$ cat src/hdl/asteroids_io_defines.svh
// asteroids board glue constants
// bridge map of the settings registers, controller key bit positions,
// pad count and the widths behind the package types

`ifndef ASTEROIDS_IO_DEFINES_SVH
`define ASTEROIDS_IO_DEFINES_SVH

// bridge addresses, matched exactly on a write
`define ADDR_LANGUAGE   32'h80000000
`define ADDR_SHIP_COUNT 32'h90000000
`define ADDR_BONUS      32'h10000000

// host controller key bitmap positions
`define KEY_LEFT   2
`define KEY_RIGHT  3
`define KEY_FACE_A 4
`define KEY_FACE_B 5
`define KEY_FACE_X 6
`define KEY_FACE_Y 7
`define KEY_START  15

// controllers and synchroniser depth
`define NUM_PADS    2
`define SYNC_STAGES 2

// field widths
`define COLOR_W   4
`define KEY_W     32
`define CAB_W     8
`define SETTING_W 2
`define BRIDGE_W  32

`endif
$ cat src/hdl/asteroids_io_pkg.sv
// asteroids board glue types
// vector typedefs for the widths that carry a meaning on the
// game, controller and bridge sides

`include "asteroids_io_defines.svh"

package asteroids_io_pkg;

  // raw game colour channel, one nibble
  typedef logic [`COLOR_W-1:0] color4_t;

  // formatted pixel, r in the top byte
  typedef logic [6*`COLOR_W-1:0] rgb888_t;

  // host controller key bitmap
  typedef logic [`KEY_W-1:0] pad_key_t;

  // cabinet buttons, 0 = pressed
  typedef logic [`CAB_W-1:0] cab_buttons_t;

  // one settings value
  typedef logic [`SETTING_W-1:0] setting_t;

  // bridge bus words
  typedef logic [`BRIDGE_W-1:0] bridge_addr_t;
  typedef logic [`BRIDGE_W-1:0] bridge_data_t;

endpackage

$ cat src/hdl/pad_if.sv
// decoded buttons of one player
// active-high levels, driven by the pad decoder, read by the merge

`timescale 1ns/1ps

interface pad_if;

  // cabinet functions
  logic right;
  logic left;
  logic start;
  logic fire;
  logic thrust;
  logic hyper;
  // face y, lands on cabinet bit 2
  logic aux;

  // producer side
  modport decoder (output right, left, start, fire, thrust, hyper, aux);

  // consumer side
  modport merge (input right, left, start, fire, thrust, hyper, aux);

endinterface

$ cat src/hdl/asteroids_io_top.sv
// asteroids board glue top
// controller mapping, bridge settings registers and video
// formatting around the game core, one clock domain

`timescale 1ns/1ps
`include "asteroids_io_defines.svh"

module asteroids_io_top import asteroids_io_pkg::*; (
  input  logic          clk_25_175,
  input  logic          arst_n,
  // host controllers
  input  pad_key_t      cont1_key,
  input  pad_key_t      cont2_key,
  // bridge writes
  input  logic          bridge_wr,
  input  bridge_addr_t  bridge_addr,
  input  bridge_data_t  bridge_wr_data,
  // game video
  input  color4_t       game_r,
  input  color4_t       game_g,
  input  color4_t       game_b,
  input  logic          game_hs,
  input  logic          game_vs,
  input  logic          game_hblank,
  input  logic          game_vblank,
  // to the game core
  output cab_buttons_t  cab_buttons,
  output setting_t      language,
  output setting_t      ship_count,
  output setting_t      bonus,
  // to the scaler
  output rgb888_t       video_rgb,
  output logic          video_de,
  output logic          video_hs,
  output logic          video_vs
);

  //////////////////////
  // controllers
  //////////////////////

  // key words indexed by pad
  pad_key_t pad_keys [0:`NUM_PADS-1];

  assign pad_keys[0] = cont1_key;
  assign pad_keys[1] = cont2_key;

  // one decoded button set per player
  pad_if pad_bus [0:`NUM_PADS-1] ();

  for (genvar i = 0; i < `NUM_PADS; i++) begin : g_pad
    pad_decoder u_pad_decoder (
      .clk_25_175 (clk_25_175),
      .arst_n     (arst_n),
      .key        (pad_keys[i]),
      .pad        (pad_bus[i])
    );
  end

  button_merge u_button_merge (
    .clk_25_175  (clk_25_175),
    .arst_n      (arst_n),
    .pads        (pad_bus),
    .cab_buttons (cab_buttons)
  );

  //////////////////////
  // settings and video
  //////////////////////

  dip_switch_regs u_dip_switch_regs (
    .clk_25_175     (clk_25_175),
    .arst_n         (arst_n),
    .bridge_wr      (bridge_wr),
    .bridge_addr    (bridge_addr),
    .bridge_wr_data (bridge_wr_data),
    .language       (language),
    .ship_count     (ship_count),
    .bonus          (bonus)
  );

  video_formatter u_video_formatter (
    .clk_25_175 (clk_25_175),
    .arst_n     (arst_n),
    .r          (game_r),
    .g          (game_g),
    .b          (game_b),
    .hs         (game_hs),
    .vs         (game_vs),
    .hblank     (game_hblank),
    .vblank     (game_vblank),
    .video_rgb  (video_rgb),
    .video_de   (video_de),
    .video_hs   (video_hs),
    .video_vs   (video_vs)
  );

endmodule

$ cat src/hdl/video_formatter.sv
// video formatter
// widens the game's 4-bit colour to 24-bit rgb, builds the
// data-enable from blanking and turns sync edges into pulses

`timescale 1ns/1ps

module video_formatter import asteroids_io_pkg::*; (
  input  logic     clk_25_175,
  input  logic     arst_n,
  input  color4_t  r,
  input  color4_t  g,
  input  color4_t  b,
  input  logic     hs,
  input  logic     vs,
  input  logic     hblank,
  input  logic     vblank,
  output rgb888_t  video_rgb,
  output logic     video_de,
  output logic     video_hs,
  output logic     video_vs
);

  // nibble repeated so full scale stays full scale
  rgb888_t rgb_expanded;
  // visible area
  logic    active;
  // previous sync samples
  logic    hs_prev;
  logic    vs_prev;

  assign rgb_expanded = {{2{r}}, {2{g}}, {2{b}}};
  assign active       = ~(hblank | vblank);

  //////////////////////
  // output register
  //////////////////////

  always_ff @(posedge clk_25_175 or negedge arst_n) begin
    if (!arst_n) begin
      video_rgb <= '0;
      video_de  <= 1'b0;
      video_hs  <= 1'b0;
      video_vs  <= 1'b0;
      hs_prev   <= 1'b0;
      vs_prev   <= 1'b0;
    end else begin
      video_de  <= active;
      // colour forced black while blanked
      video_rgb <= active ? rgb_expanded : '0;
      // single-cycle pulse on a low to high step
      video_hs  <= hs & ~hs_prev;
      video_vs  <= vs & ~vs_prev;
      hs_prev   <= hs;
      vs_prev   <= vs;
    end
  end

endmodule

$ cat src/hdl/dip_switch_regs.sv
// cabinet dip switch registers
// host writes language, ship count and bonus over the bridge,
// each at its own exact address

`timescale 1ns/1ps
`include "asteroids_io_defines.svh"

module dip_switch_regs import asteroids_io_pkg::*; (
  input  logic          clk_25_175,
  input  logic          arst_n,
  input  logic          bridge_wr,
  input  bridge_addr_t  bridge_addr,
  input  bridge_data_t  bridge_wr_data,
  output setting_t      language,
  output setting_t      ship_count,
  output setting_t      bonus
);

  // low bits of the data word carry the setting
  setting_t wr_value;

  assign wr_value = bridge_wr_data[$bits(setting_t)-1:0];

  //////////////////////
  // address decode
  //////////////////////

  always_ff @(posedge clk_25_175 or negedge arst_n) begin
    if (!arst_n) begin
      language   <= '0;
      ship_count <= '0;
      bonus      <= '0;
    end else if (bridge_wr) begin
      // full 32-bit compare, anything else falls through
      case (bridge_addr)
        `ADDR_LANGUAGE: begin
          language <= wr_value;
        end
        `ADDR_SHIP_COUNT: begin
          ship_count <= wr_value;
        end
        `ADDR_BONUS: begin
          bonus <= wr_value;
        end
        default: begin
          // not ours, registers hold
        end
      endcase
    end
  end

endmodule

$ cat src/hdl/button_merge.sv
// button merge
// folds both players onto the cabinet button byte, shared
// functions ORed, starts kept per player, registered active low

`timescale 1ns/1ps
`include "asteroids_io_defines.svh"

module button_merge import asteroids_io_pkg::*; (
  input  logic          clk_25_175,
  input  logic          arst_n,
  pad_if.merge          pads [0:`NUM_PADS-1],
  output cab_buttons_t  cab_buttons
);

  // per-pad levels gathered into vectors
  logic [`NUM_PADS-1:0] right_v, left_v, start_v, fire_v;
  logic [`NUM_PADS-1:0] aux_v, thrust_v, hyper_v;
  cab_buttons_t         buttons_next;

  for (genvar i = 0; i < `NUM_PADS; i++) begin : g_gather
    assign right_v[i]  = pads[i].right;
    assign left_v[i]   = pads[i].left;
    assign start_v[i]  = pads[i].start;
    assign fire_v[i]   = pads[i].fire;
    assign aux_v[i]    = pads[i].aux;
    assign thrust_v[i] = pads[i].thrust;
    assign hyper_v[i]  = pads[i].hyper;
  end

  // cabinet layout, bit 7 down to bit 0
  // p1 start from pad 0, p2 start from pad 1
  assign buttons_next = ~{|right_v, |left_v, start_v[0], start_v[1],
                          |fire_v, |aux_v, |thrust_v, |hyper_v};

  // all released out of reset
  always_ff @(posedge clk_25_175 or negedge arst_n) begin
    if (!arst_n) begin
      cab_buttons <= '1;
    end else begin
      cab_buttons <= buttons_next;
    end
  end

endmodule

$ cat src/hdl/pad_decoder.sv
// pad decoder
// brings one host key word into clk_25_175 and picks out the
// bits used by the cabinet, all active high

`timescale 1ns/1ps
`include "asteroids_io_defines.svh"

module pad_decoder import asteroids_io_pkg::*; (
  input  logic          clk_25_175,
  input  logic          arst_n,
  input  pad_key_t      key,
  pad_if.decoder        pad
);

  // synchroniser chain, stage 0 samples the host word
  pad_key_t sync_q [`SYNC_STAGES];
  pad_key_t key_s;

  always_ff @(posedge clk_25_175 or negedge arst_n) begin
    if (!arst_n) begin
      for (int i = 0; i < `SYNC_STAGES; i++) begin
        sync_q[i] <= '0;
      end
    end else begin
      sync_q[0] <= key;
      for (int i = 1; i < `SYNC_STAGES; i++) begin
        sync_q[i] <= sync_q[i-1];
      end
    end
  end

  // last stage feeds the decode
  assign key_s = sync_q[`SYNC_STAGES-1];

  //////////////////////
  // key bits to buttons
  //////////////////////

  assign pad.right  = key_s[`KEY_RIGHT];
  assign pad.left   = key_s[`KEY_LEFT];
  assign pad.start  = key_s[`KEY_START];
  assign pad.fire   = key_s[`KEY_FACE_A];
  assign pad.hyper  = key_s[`KEY_FACE_B];
  assign pad.thrust = key_s[`KEY_FACE_X];
  assign pad.aux    = key_s[`KEY_FACE_Y];

endmodule

$ cat config.mk
export PLATFORM = sky130hd
export DESIGN_NAME = asteroids_io_top
export DESIGN_NICKNAME = d
export VERILOG_FILES = /design/src/hdl/asteroids_io_pkg.sv /design/src/hdl/pad_if.sv /design/src/hdl/asteroids_io_top.sv /design/src/hdl/video_formatter.sv /design/src/hdl/dip_switch_regs.sv /design/src/hdl/button_merge.sv /design/src/hdl/pad_decoder.sv
export VERILOG_INCLUDE_DIRS = /design/src /design/src/hdl
export SDC_FILE = /design/constraint.sdc
export NUM_CORES = 1
export LEC_CHECK = 0
export ABC_AREA = 1
export BUFFER_PORTS_ARGS = -buffer_cell sky130_fd_sc_hd__buf_2
export CAP_MARGIN = 20
export CORE_MARGIN = 2
export CORE_UTILIZATION = 40
export DETAILED_ROUTE_END_ITERATION = 10
export MAX_ROUTING_LAYER = met4
export PLACE_DENSITY_LB_ADDON = 0.12
export SYNTH_ARGS = -nofsm -noshare
export SYNTH_HDL_FRONTEND = slang
export SYNTH_SLANG_ARGS = --single-unit
$ cat constraint.sdc
create_clock -name clk_25_175 -period 1.5 [get_ports clk_25_175]
set_input_delay 0.3 -clock clk_25_175 [delete_from_list [all_inputs] [get_ports clk_25_175]]
set_output_delay 0.3 -clock clk_25_175 [all_outputs]
set_load 0.01 [all_outputs]
Word-level counts from Yosys, hierarchy flattened
Index checks and enable logic that the tools add are counted.
{"block": "op_classes", "n_eq_ne": 3, "muxes": 1, "bitwise_logic": 7, "n_reduce_logical": 9}
{"cell": "32-bit equality test (second input constant)", "n": 2}
{"cell": "32-bit by 29-bit equality test with 1-bit output (second input constant)", "n": 1}
{"cell": "24-bit 2-to-1 mux", "n": 1}
{"cell": "2-bit OR reduction", "n": 6}
{"cell": "8-bit inverter", "n": 1}
{"cell": "2-bit AND reduction", "n": 3}
{"cell": "1-bit inverter", "n": 3}
{"cell": "1-bit bitwise AND", "n": 2}
{"cell": "1-bit OR", "n": 1}
{"block": "totals", "reg_bits": 107, "in_bits": 147, "output_inout_bits": 41, "word_cells": 34}

Longest topological paths before layout
Gate-level depths: netlist of the first run.
{"block": "logic_depth", "ltp_word": 2, "depth_mapped": 8, "ltp_nobuf": 8}

Cells and area by module
Synthesis of the first run repeated with hierarchy kept, for this count alone.
{"block": "unflattened", "hier_cells": 196, "area_unflattened_um2": 2150.8}
{"module": "pad_decoder", "n_inst": 2, "cells_each": 14, "area_per_inst_um2": 350.3, "seq_area_each_um2": 350.3}
{"module": "video_formatter", "n_inst": 1, "cells_each": 62, "area_per_inst_um2": 681.9, "seq_area_each_um2": 425.4}
{"module": "dip_switch_regs", "n_inst": 1, "cells_each": 90, "area_per_inst_um2": 528.0, "seq_area_each_um2": 150.1}
{"module": "button_merge", "n_inst": 1, "cells_each": 16, "area_per_inst_um2": 240.2, "seq_area_each_um2": 210.2}

Worst setup path after synthesis of the first run
OpenSTA, ideal clock, no wires.
{"block": "synth_path", "kind": "input to register", "start": "input port bridge_addr[23]", "end": "register u_dip_switch_regs.language[0]", "setup_ps": 117, "arrival_ps": 879, "t_required_ps": 1383, "path_slack_ps": 505, "stages": 8, "n_path_buf": 0, "cell_sequence": "nor2_1 > nand2_2 > inv_1 > nand2_1 > nor2_1 > nand3_1 > nand2_1 > nand2_1"}
{"block": "synth_between", "elab_chain_len": 2}
{"item": "start, declared", "line": "asteroids_io_top.sv:16", "source": "input bridge_addr_t bridge_addr,"}
{"item": "32-bit equality test", "line": "dip_switch_regs.sv:35", "source": "case (bridge_addr)"}
{"item": "2-bit AND reduction (no line)"}
{"item": "end signal, assigned", "line": "dip_switch_regs.sv:37", "source": "language <= wr_value;"}
{"item": "end, declared", "line": "dip_switch_regs.sv:14", "source": "output setting_t language,"}
Every way passes these cells.
A chain may end at the register's enable or synchronous reset.

Worst setup path after layout of the first run
{"block": "layout_path", "start": "register u_button_merge.cab_buttons[1]", "end": "output port cab_buttons[1]"}
{"item": "start, declared", "line": "button_merge.sv:12", "source": "output cab_buttons_t cab_buttons"}
{"item": "start signal, assigned", "line": "button_merge.sv:40", "source": "cab_buttons <= buttons_next;"}
{"item": "end, declared", "line": "asteroids_io_top.sv:27", "source": "output cab_buttons_t cab_buttons,"}
No word-level cell between the ends.

==> qor.csv, run 1 <==
stage;metric;value;unit
power;P_leak;0.00167;uW
floorplanning;Placeable Area;5070;um2
worst_setup_path;peak per-stage delay on the critical path;530;ps
detailed_routing;DRT antenna net count;0;
timing;Tcrit/Tclk final;0.846;
cells_and_area;Fill cells;469;
detailed_routing;routed wire length;4.03;mm
timing;Max Clock Freq;788;MHz
floorplanning;Initial Util;0.414;
status;status;complete, no violations;
cells_and_area;most frequent cells in the layout;107 x buf_2, 51 x dfrtp_1, 39 x nor2_1;
worst_setup_path;R2R Setup Slk;880;ps
worst_setup_path;worst r2r path cells;2;
detailed_routing;routed len/inst;10.7;um
cells_and_area;share of layout cells above drive strength 1;0.474;
floorplanning;# IOs;188;
placed_design;gpl congestion;0.734;
min_path;Hold Startpoint;cont1_key[4];
min_path;Hold Path Class;input port to flip-flop;
detailed_routing;Pre-antenna DRT Iters;4;
cts;setup bufs post-CTS;0;
power;pwr dens;1180;nW/um2
worst_setup_path;CP Class;flip-flop to primary output;
flow_run;max-cap check violation count;0;
detailed_routing;vias;1482;
worst_setup_path;Worst EP required;1200;ps
timing;normalized max-slew margin;0.743;
detailed_routing;DRT iter0 DRCs;29;
power;maximum VDD drop;913;uV
worst_setup_path;worst-path maximum fanout;1;
worst_setup_path;Critical R2R Launch;u_dip_switch_regs.bonus[0];
floorplanning;die area;5850;um2
placed_design;Port Buffers;107;
floorplanning;DIE HEIGHT;76.5;um
detailed_routing;residual DRC count;0;
cts;CTS Buffer Depth;2;
timing;Worst-Margin Slew;386;ps
global_route;Tot GR Track Use;0.163;
global_route;vias in the first global route;1521;
cts;Sink Count;59;
min_path;Hold Crit Depth;1;
timing;setup violators final;0;
yosys;Post-Syn Area;2100;um2
timing;Slew Viols, Final;0;
worst_setup_path;critical path's top delay family;flip-flops;
timing;crit path time final;1270;ps
global_route;total grt overflow;0;
timing;Setup Skew;2.67;ps
yosys;Synth Register Bits;59;
worst_setup_path;Cell Chain, Critical Path;buf_2;
worst_setup_path;R2R Path End;u_dip_switch_regs.bonus[0];
cts;H-Tree Depth;3;
cts;CTS tree;built;
global_route;initial antenna violation count;0;
cells_and_area;post-route design area;2870;um2
timing;Min Hold Slack;82.1;ps
min_path;Hold EP;g_pad[0].u_pad_decoder.sync_q[36];
worst_setup_path;critical path endpoint category;primary output;
cts;total CTS buffers;9;
yosys;post-synthesis cell count;194;
timing;Final Hold Viols;0;
worst_setup_path;worst path bufs/invs;1;
cells_and_area;Net count, final;448;
cts;clock root buffer master;clkbuf_8;
cells_and_area;commonest non-fill, non-tap cell in the layout;buf_2;
yosys;Cell variety after synth;13;
cts;clock network latency to the later pin of the worst-skew pair;320;ps
cells_and_area;n_diodes;0;
yosys;mean area per synthesized cell;10.8;um2
worst_setup_path;CP Depth;1;
timing;TNS Setup;0;ps
timing;RSZ-0062 raised after global routing;no;
placed_design;Area after DPL;2650;um2
worst_setup_path;Setup crit start kind;flip-flop;
worst_setup_path;worst path arrival time;970;ps
cts;clock-pin slew on the worst setup and hold paths;60;ps
global_route;largest net degree at the start of global routing;44;
global_route;first-pass GRT wire length;6.87;mm
worst_setup_path;CP max stage cell;dfstp_2;
floorplanning;num rows;26;
yosys;Syn Nets;341;
detailed_routing;Vias/cell;3.94;
floorplanning;die span in x;76.5;um
placed_design;detailed placement HPWL;3.05;mm
yosys;Warnings, synthesis;0;
yosys;Seq/Total Area, Yosys;0.708;
cells_and_area;area growth from synthesis to layout;36.7;%
power breakdown:
group	leakage, uW	internal [uW]	switching [uW]
logic	0.000843	114	129
registers	0.000717	1670	22.7
clock network	0.000108	896	563
total	0.00167	2680	715
per-stage QoR:
step	setup slack, ps	std cells	util	total power, uW
3_3_place_gp	314	359	0.522	1960
5_1_grt	172	376	0.566	3570
4_1_cts	211	376	0.566	3450
3_5_place_dp	281	359	0.522	1960
2_1_floorplan	505	194	-	1810
6_report	231	376	0.566	3390
cells by family (layout without fill, tap and decap cells):
logic type | Yosys count | in the layout | synth area share
simple gates | 87 | 87 | 0.184
flops | 59 | 59 | 0.708
buf+inv | 46 | 158 | 0.104
compound gates | 2 | 2 | 0.00476
cell usage after synthesis:
library cell	count	area share
nand2_4	1	0.0054
inv_1	33	0.059
nor2_2	7	0.021
buf_4	12	0.043
nor2_4	2	0.011
nand2_1	25	0.045
dfrtp_1	51	0.61
dfstp_2	8	0.10
nand3_1	10	0.024
nand2_2	3	0.0089
nor2_1	39	0.070
clkbuf_1	1	0.0018
o21ai_1	2	0.0048
routing by layer:
layer | wire, um | GRT usage
met2 | 1730 | 0.227
met3 | 455 | 0.103
met5 | 0 | -
met4 | 38 | 0.0436
met1 | 1810 | 0.198
cell type report:
cell class                 instances  area [um2]  share of cell area
sequential                        59        1490               0.517
timing repair buffer             109         566               0.197
multi-input combinational         89         397               0.138
clock buffer                      12         165              0.0575
inverter                          33         124              0.0431
tap                               70        87.6              0.0305
clock inverter                     4        47.5              0.0166
flip-flops by register name, summed over array words and instances (netlist names):
register                      cells
u_dip_switch_regs.bonus           2
g_pad.u_pad_decoder.sync_q       14
u_video_formatter.video_de        1
u_dip_switch_regs.language        2
u_video_formatter.hs_prev         1
u_video_formatter.video_vs        1
u_video_formatter.vs_prev         1
u_dip_switch_regs.ship_count      2
g_pad.u_pad_decoder.key_s        14
u_video_formatter.video_rgb      12
u_video_formatter.video_hs        1
u_button_merge.cab_buttons        8
how the worst max path moves through the flow:
| stage | startpoint | to | slack (ps) |
|---|---|---|---|
| 2_1_floorplan | bridge_addr[23] | u_dip_switch_regs.language[0] | 500 |
| 3_3_place_gp | bridge_addr[7] | u_dip_switch_regs.ship_count[1] | 310 |
| 3_5_place_dp | bridge_addr[21] | u_dip_switch_regs.ship_count[0] | 280 |
| 4_1_cts | u_button_merge.cab_buttons[1] | cab_buttons[1] | 210 |
| 5_1_grt | u_button_merge.cab_buttons[1] | cab_buttons[1] | 170 |
| 6_report | u_button_merge.cab_buttons[1] | cab_buttons[1] | 230 |
timing repair:
item | CTS | global route
gates resized for setup | 0 | 0
hold endpoints to repair | 14 | 0
hold buffers | 1 | 0
Power figures use the tool's default switching activity.
==> run 2: changes to the inputs <==
--- a/config.mk
+++ b/config.mk
@@ -10,7 +10,7 @@
 export BUFFER_PORTS_ARGS = -buffer_cell sky130_fd_sc_hd__buf_2
 export CAP_MARGIN = 20
 export CORE_MARGIN = 2
-export CORE_UTILIZATION = 40
+export CORE_UTILIZATION = 37
 export DETAILED_ROUTE_END_ITERATION = 10
 export MAX_ROUTING_LAYER = met4
 export PLACE_DENSITY_LB_ADDON = 0.12
==> constraint.sdc (replaced) <==
create_clock -name clk_25_175 -period 1.3 [get_ports clk_25_175]
set_input_delay 0.26 -clock clk_25_175 [delete_from_list [all_inputs] [get_ports clk_25_175]]
set_output_delay 0.26 -clock clk_25_175 [all_outputs]
set_load 0.01 [all_outputs]
==> run 2 against run 1 <==
  * Worst setup slack lost 160 ps
  * Clock-buffer cell count shrank 3
  * Via count is 1.3% higher
  * Combinational power is 16% higher
  * Die area increased by 7.7%
  * Critical path depth stayed put
==> qor.csv, run 2 (synthesis results as in run 1) <==
stage;metric;value;unit
cts;clock root buffer master;clkbuf_8;
cts;CTS tree;built;
floorplanning;# IOs;188;
detailed_routing;routed wire length;3.62;mm
worst_setup_path;R2R Setup Slk;670;ps
timing;Slew Viols, Final;0;
status;status;complete, no violations;
min_path;Hold Crit Depth;1;
floorplanning;Placeable Area;5510;um2
placed_design;gpl congestion;0.753;
worst_setup_path;critical path's top delay family;flip-flops;
detailed_routing;Vias/cell;3.97;
placed_design;Port Buffers;107;
min_path;Hold Path Class;input port to flip-flop;
detailed_routing;residual DRC count;0;
detailed_routing;Pre-antenna DRT Iters;2;
cts;Sink Count;59;
cts;H-Tree Depth;3;
global_route;Tot GR Track Use;0.133;
floorplanning;die area;6300;um2
worst_setup_path;CP max stage cell;dfstp_2;
flow_run;max-cap check violation count;0;
cells_and_area;area growth from synthesis to layout;37.4;%
cells_and_area;Fill cells;533;
worst_setup_path;Cell Chain, Critical Path;buf_2;
cts;total CTS buffers;9;
cells_and_area;post-route design area;2890;um2
timing;TNS Setup;0;ps
global_route;largest net degree at the start of global routing;60;
detailed_routing;vias;1501;
floorplanning;DIE HEIGHT;79.4;um
cells_and_area;commonest non-fill, non-tap cell in the layout;buf_2;
global_route;first-pass GRT wire length;6.15;mm
timing;normalized max-slew margin;0.773;
floorplanning;die span in x;79.4;um
worst_setup_path;CP Class;flip-flop to primary output;
cells_and_area;most frequent cells in the layout;107 x buf_2, 51 x dfrtp_1, 39 x nor2_1;
cells_and_area;n_diodes;0;
detailed_routing;DRT antenna net count;0;
power;maximum VDD drop;1200;uV
cts;cts repair resizes;0;
power;pwr dens;1410;nW/um2
worst_setup_path;critical path endpoint category;primary output;
cells_and_area;share of layout cells above drive strength 1;0.474;
worst_setup_path;worst path bufs/invs;1;
worst_setup_path;Critical R2R Launch;u_dip_switch_regs.bonus[0];
cells_and_area;Net count, final;448;
detailed_routing;routed len/inst;9.56;um
cts;CTS Buffer Depth;2;
timing;Final Hold Viols;0;
cts;clock-pin slew on the worst setup and hold paths;70;ps
worst_setup_path;worst-path maximum fanout;1;
worst_setup_path;worst r2r path cells;2;
placed_design;detailed placement HPWL;2.74;mm
global_route;total grt overflow;0;
timing;Setup Skew;6.00;ps
cts;Hold Buf Count CTS;1;
global_route;vias in the first global route;1484;
floorplanning;num rows;27;
worst_setup_path;R2R Path End;u_dip_switch_regs.bonus[0];
cts;setup bufs post-CTS;0;
worst_setup_path;Setup crit start kind;flip-flop;
global_route;initial antenna violation count;0;
timing;crit path time final;1230;ps
power;P_leak;0.00167;uW
timing;Min Hold Slack;27.8;ps
timing;Worst-Margin Slew;341;ps
cts;clock network latency to the later pin of the worst-skew pair;330;ps
min_path;Hold Startpoint;cont1_key[5];
timing;Tcrit/Tclk final;0.948;
min_path;Hold EP;g_pad[0].u_pad_decoder.sync_q[37];
worst_setup_path;Worst EP required;1040;ps
worst_setup_path;peak per-stage delay on the critical path;520;ps
timing;RSZ-0062 raised after global routing;no;
timing;Max Clock Freq;811;MHz
worst_setup_path;CP Depth;1;
worst_setup_path;worst path arrival time;970;ps
placed_design;Area after DPL;2650;um2
timing;setup violators final;0;
floorplanning;Initial Util;0.382;
detailed_routing;DRT iter0 DRCs;29;
run 2: changes by cell type in the layout (fill, tap and decap cells not counted), sizes merged:
cell,change
bufinv,+1
inv,+1
clkbuf,-3
clkinvlp,-1
clkinv,+2
run 2: where the power goes:
group          switching (uW)  internal, uW  total [uW]
Combinational             149           132         281
Clock                     746          1090        1840
Sequential               20.9          1920        1940
run 2: layout make-up:
| cell class | count | area [um2] | area share |
|---|---|---|---|
| sequential | 59 | 1490 | 0.515 |
| timing repair buffer | 109 | 566 | 0.196 |
| multi-input combinational | 89 | 397 | 0.137 |
| clock buffer | 9 | 124 | 0.0429 |
| inverter | 33 | 124 | 0.0429 |
| clock inverter | 7 | 100 | 0.0347 |
| tap | 72 | 90.1 | 0.0312 |
run 2: through the flow:
step           cells   util  total power, uW  worst slack [ps]
4_1_cts          378  0.524             4130              40.0
5_1_grt          378  0.524             4250              17.8
2_1_floorplan    194      -             2080               345
6_report         378  0.524             4060              67.3
3_5_place_dp     361  0.482             2270               130
3_3_place_gp     361  0.482             2260               132
run 2: per-layer routing:
layer,vias up,share of wire,routed length (um),track usage
met5,-,0,0,-
met4,0,0.019,70,0.0862
met3,8,0.067,242,0.0409
met2,54,0.51,1860,0.216
met1,667,0.40,1440,0.140
li1,772,-,-,-
run 2: worst max path at each step:
stage | slack [ps] | from | endpoint
5_1_grt | 20 | u_button_merge.cab_buttons[5] | cab_buttons[5]
3_5_place_dp | 130 | bridge_addr[23] | u_dip_switch_regs.language[1]
6_report | 70 | u_button_merge.cab_buttons[5] | cab_buttons[5]
4_1_cts | 40 | u_button_merge.cab_buttons[5] | cab_buttons[5]
2_1_floorplan | 340 | bridge_addr[23] | u_dip_switch_regs.language[0]
3_3_place_gp | 130 | bridge_addr[23] | u_dip_switch_regs.language[1]
==> run 3: changes to the inputs <==
--- a/config.mk
+++ b/config.mk
@@ -9,8 +9,10 @@
 export ABC_AREA = 1
 export BUFFER_PORTS_ARGS = -buffer_cell sky130_fd_sc_hd__buf_2
 export CAP_MARGIN = 20
+export CELL_PAD_IN_SITES_DETAIL_PLACEMENT = 1
+export CELL_PAD_IN_SITES_GLOBAL_PLACEMENT = 2
 export CORE_MARGIN = 2
-export CORE_UTILIZATION = 37
+export CORE_UTILIZATION = 19
 export DETAILED_ROUTE_END_ITERATION = 10
 export MAX_ROUTING_LAYER = met4
 export PLACE_DENSITY_LB_ADDON = 0.12
==> run 3 against run 2 <==
  * Clock power is 9.8% lower
  * Sequential power hardly changed
  * Non-clock buffer count is 8 higher
  * Worst setup slack better by 8.2 ps
  * Critical endpoint is now cab_buttons[3]
  * Largest cell class unchanged
  * Largest power group unchanged
  * Highest routed layer unchanged
==> qor.csv, run 3 (synthesis results as in run 1) <==
stage;metric;value;unit
status;status;complete, no violations;
cts;CTS tree;built;
timing;Max Clock Freq;817;MHz
cts;clock network latency to the later pin of the worst-skew pair;330;ps
timing;Setup Skew;3.54;ps
timing;Worst-Margin Slew;384;ps
floorplanning;num rows;38;
cells_and_area;n_diodes;0;
global_route;first-pass GRT wire length;7.18;mm
worst_setup_path;R2R Path End;u_dip_switch_regs.bonus[0];
cells_and_area;share of layout cells above drive strength 1;0.462;
min_path;Hold Crit Depth;1;
cts;H-Tree Depth;3;
global_route;total grt overflow;0;
floorplanning;die span in x;109;um
floorplanning;Placeable Area;10800;um2
floorplanning;die area;11900;um2
floorplanning;DIE HEIGHT;109;um
timing;Min Hold Slack;32.1;ps
cells_and_area;post-route design area;3030;um2
cells_and_area;area growth from synthesis to layout;44.1;%
min_path;Hold Path Class;input port to flip-flop;
placed_design;Port Buffers;107;
worst_setup_path;Worst EP required;1040;ps
worst_setup_path;Cell Chain, Critical Path;buf_2;
timing;Tcrit/Tclk final;0.942;
cts;Hold Buf Count CTS;1;
cells_and_area;Net count, final;456;
detailed_routing;Pre-antenna DRT Iters;3;
global_route;largest net degree at the start of global routing;60;
cts;Sink Count;59;
global_route;vias in the first global route;1558;
cts;cts repair resizes;0;
placed_design;detailed placement HPWL;3.40;mm
timing;normalized max-slew margin;0.743;
worst_setup_path;critical path's top delay family;flip-flops;
worst_setup_path;Setup crit start kind;flip-flop;
worst_setup_path;worst-path maximum fanout;1;
min_path;Hold Startpoint;cont1_key[4];
timing;setup violators final;0;
worst_setup_path;CP Class;flip-flop to primary output;
cts;clock root buffer master;clkbuf_8;
flow_run;max-cap check violation count;0;
worst_setup_path;critical path endpoint category;primary output;
worst_setup_path;CP Depth;1;
detailed_routing;routed len/inst;10.0;um
worst_setup_path;R2R Setup Slk;670;ps
worst_setup_path;worst path bufs/invs;1;
floorplanning;# IOs;188;
worst_setup_path;peak per-stage delay on the critical path;520;ps
cts;total CTS buffers;9;
worst_setup_path;CP max stage cell;dfstp_2;
power;maximum VDD drop;478;uV
detailed_routing;vias;1537;
placed_design;Area after DPL;2740;um2
detailed_routing;Vias/cell;3.39;
cts;CTS Buffer Depth;2;
timing;RSZ-0062 raised after global routing;no;
cts;clock-pin slew on the worst setup and hold paths;70;ps
global_route;initial antenna violation count;0;
timing;TNS Setup;0;ps
worst_setup_path;worst r2r path cells;2;
timing;crit path time final;1220;ps
detailed_routing;routed wire length;4.56;mm
worst_setup_path;worst path arrival time;960;ps
detailed_routing;residual DRC count;0;
detailed_routing;DRT antenna net count;0;
timing;Final Hold Viols;0;
cts;setup bufs post-CTS;0;
worst_setup_path;Critical R2R Launch;u_dip_switch_regs.bonus[0];
timing;Slew Viols, Final;0;
min_path;Hold EP;g_pad[0].u_pad_decoder.sync_q[36];
global_route;Tot GR Track Use;0.0847;
cells_and_area;commonest non-fill, non-tap cell in the layout;buf_2;
cells_and_area;most frequent cells in the layout;107 x buf_2, 51 x dfrtp_1, 39 x nor2_1;
power;P_leak;0.00169;uW
power;pwr dens;1290;nW/um2
detailed_routing;DRT iter0 DRCs;47;
placed_design;gpl congestion;0.645;
floorplanning;Initial Util;0.195;
==> run 3: how the worst max path moves through the flow <==
stage / startpoint / end / slack (ps)
3_3_place_gp: bridge_addr[7] / u_dip_switch_regs.language[1] / 50
4_1_cts: u_button_merge.cab_buttons[3] / cab_buttons[3] / 40
2_1_floorplan: bridge_addr[23] / u_dip_switch_regs.language[0] / 340
5_1_grt: u_button_merge.cab_buttons[5] / cab_buttons[5] / 9
6_report: u_button_merge.cab_buttons[3] / cab_buttons[3] / 80
3_5_place_dp: bridge_addr[23] / u_dip_switch_regs.language[1] / 70
==> run 3: where the power goes <==
part	total, uW	leakage, uW	switching, uW	internal (uW)
sequential	1940	0.000717	21.5	1920
combinational	303	0.000876	155	148
clock	1660	0.0000958	768	893
total	3910	0.00169	944	2960
==> run 3: routing by layer <==
layer  wire length, um  GRT usage  up-vias
met5                 0          -        -
met4                49     0.0330        0
met3               403     0.0508        4
met2              2200      0.126       52
met1              1910     0.0918      696
li1                  -          -      785
==> run 3: layout make-up <==
| cell class | instances | area, um2 |
|---|---|---|
| inverter | 33 | 124 |
| multi-input combinational | 89 | 397 |
| clock inverter | 7 | 76.3 |
| sequential | 59 | 1490 |
| clock buffer | 9 | 124 |
| tap | 140 | 175 |
| timing repair buffer | 117 | 646 |
| fill | 1263 | 7760 |
==> run 3: metrics by stage <==
| step | setup slack (ps) | power [uW] | cells | utilization |
|---|---|---|---|---|
| global route | 8.66 | 4160 | 454 | 0.281 |
| global placement | 53.3 | 2270 | 429 | 0.254 |
| finish | 75.6 | 3910 | 454 | 0.281 |
| CTS | 38.2 | 4000 | 446 | 0.273 |
| floorplan | 345 | 2080 | 194 | - |
| detailed placement | 73.7 | 2270 | 429 | 0.254 |
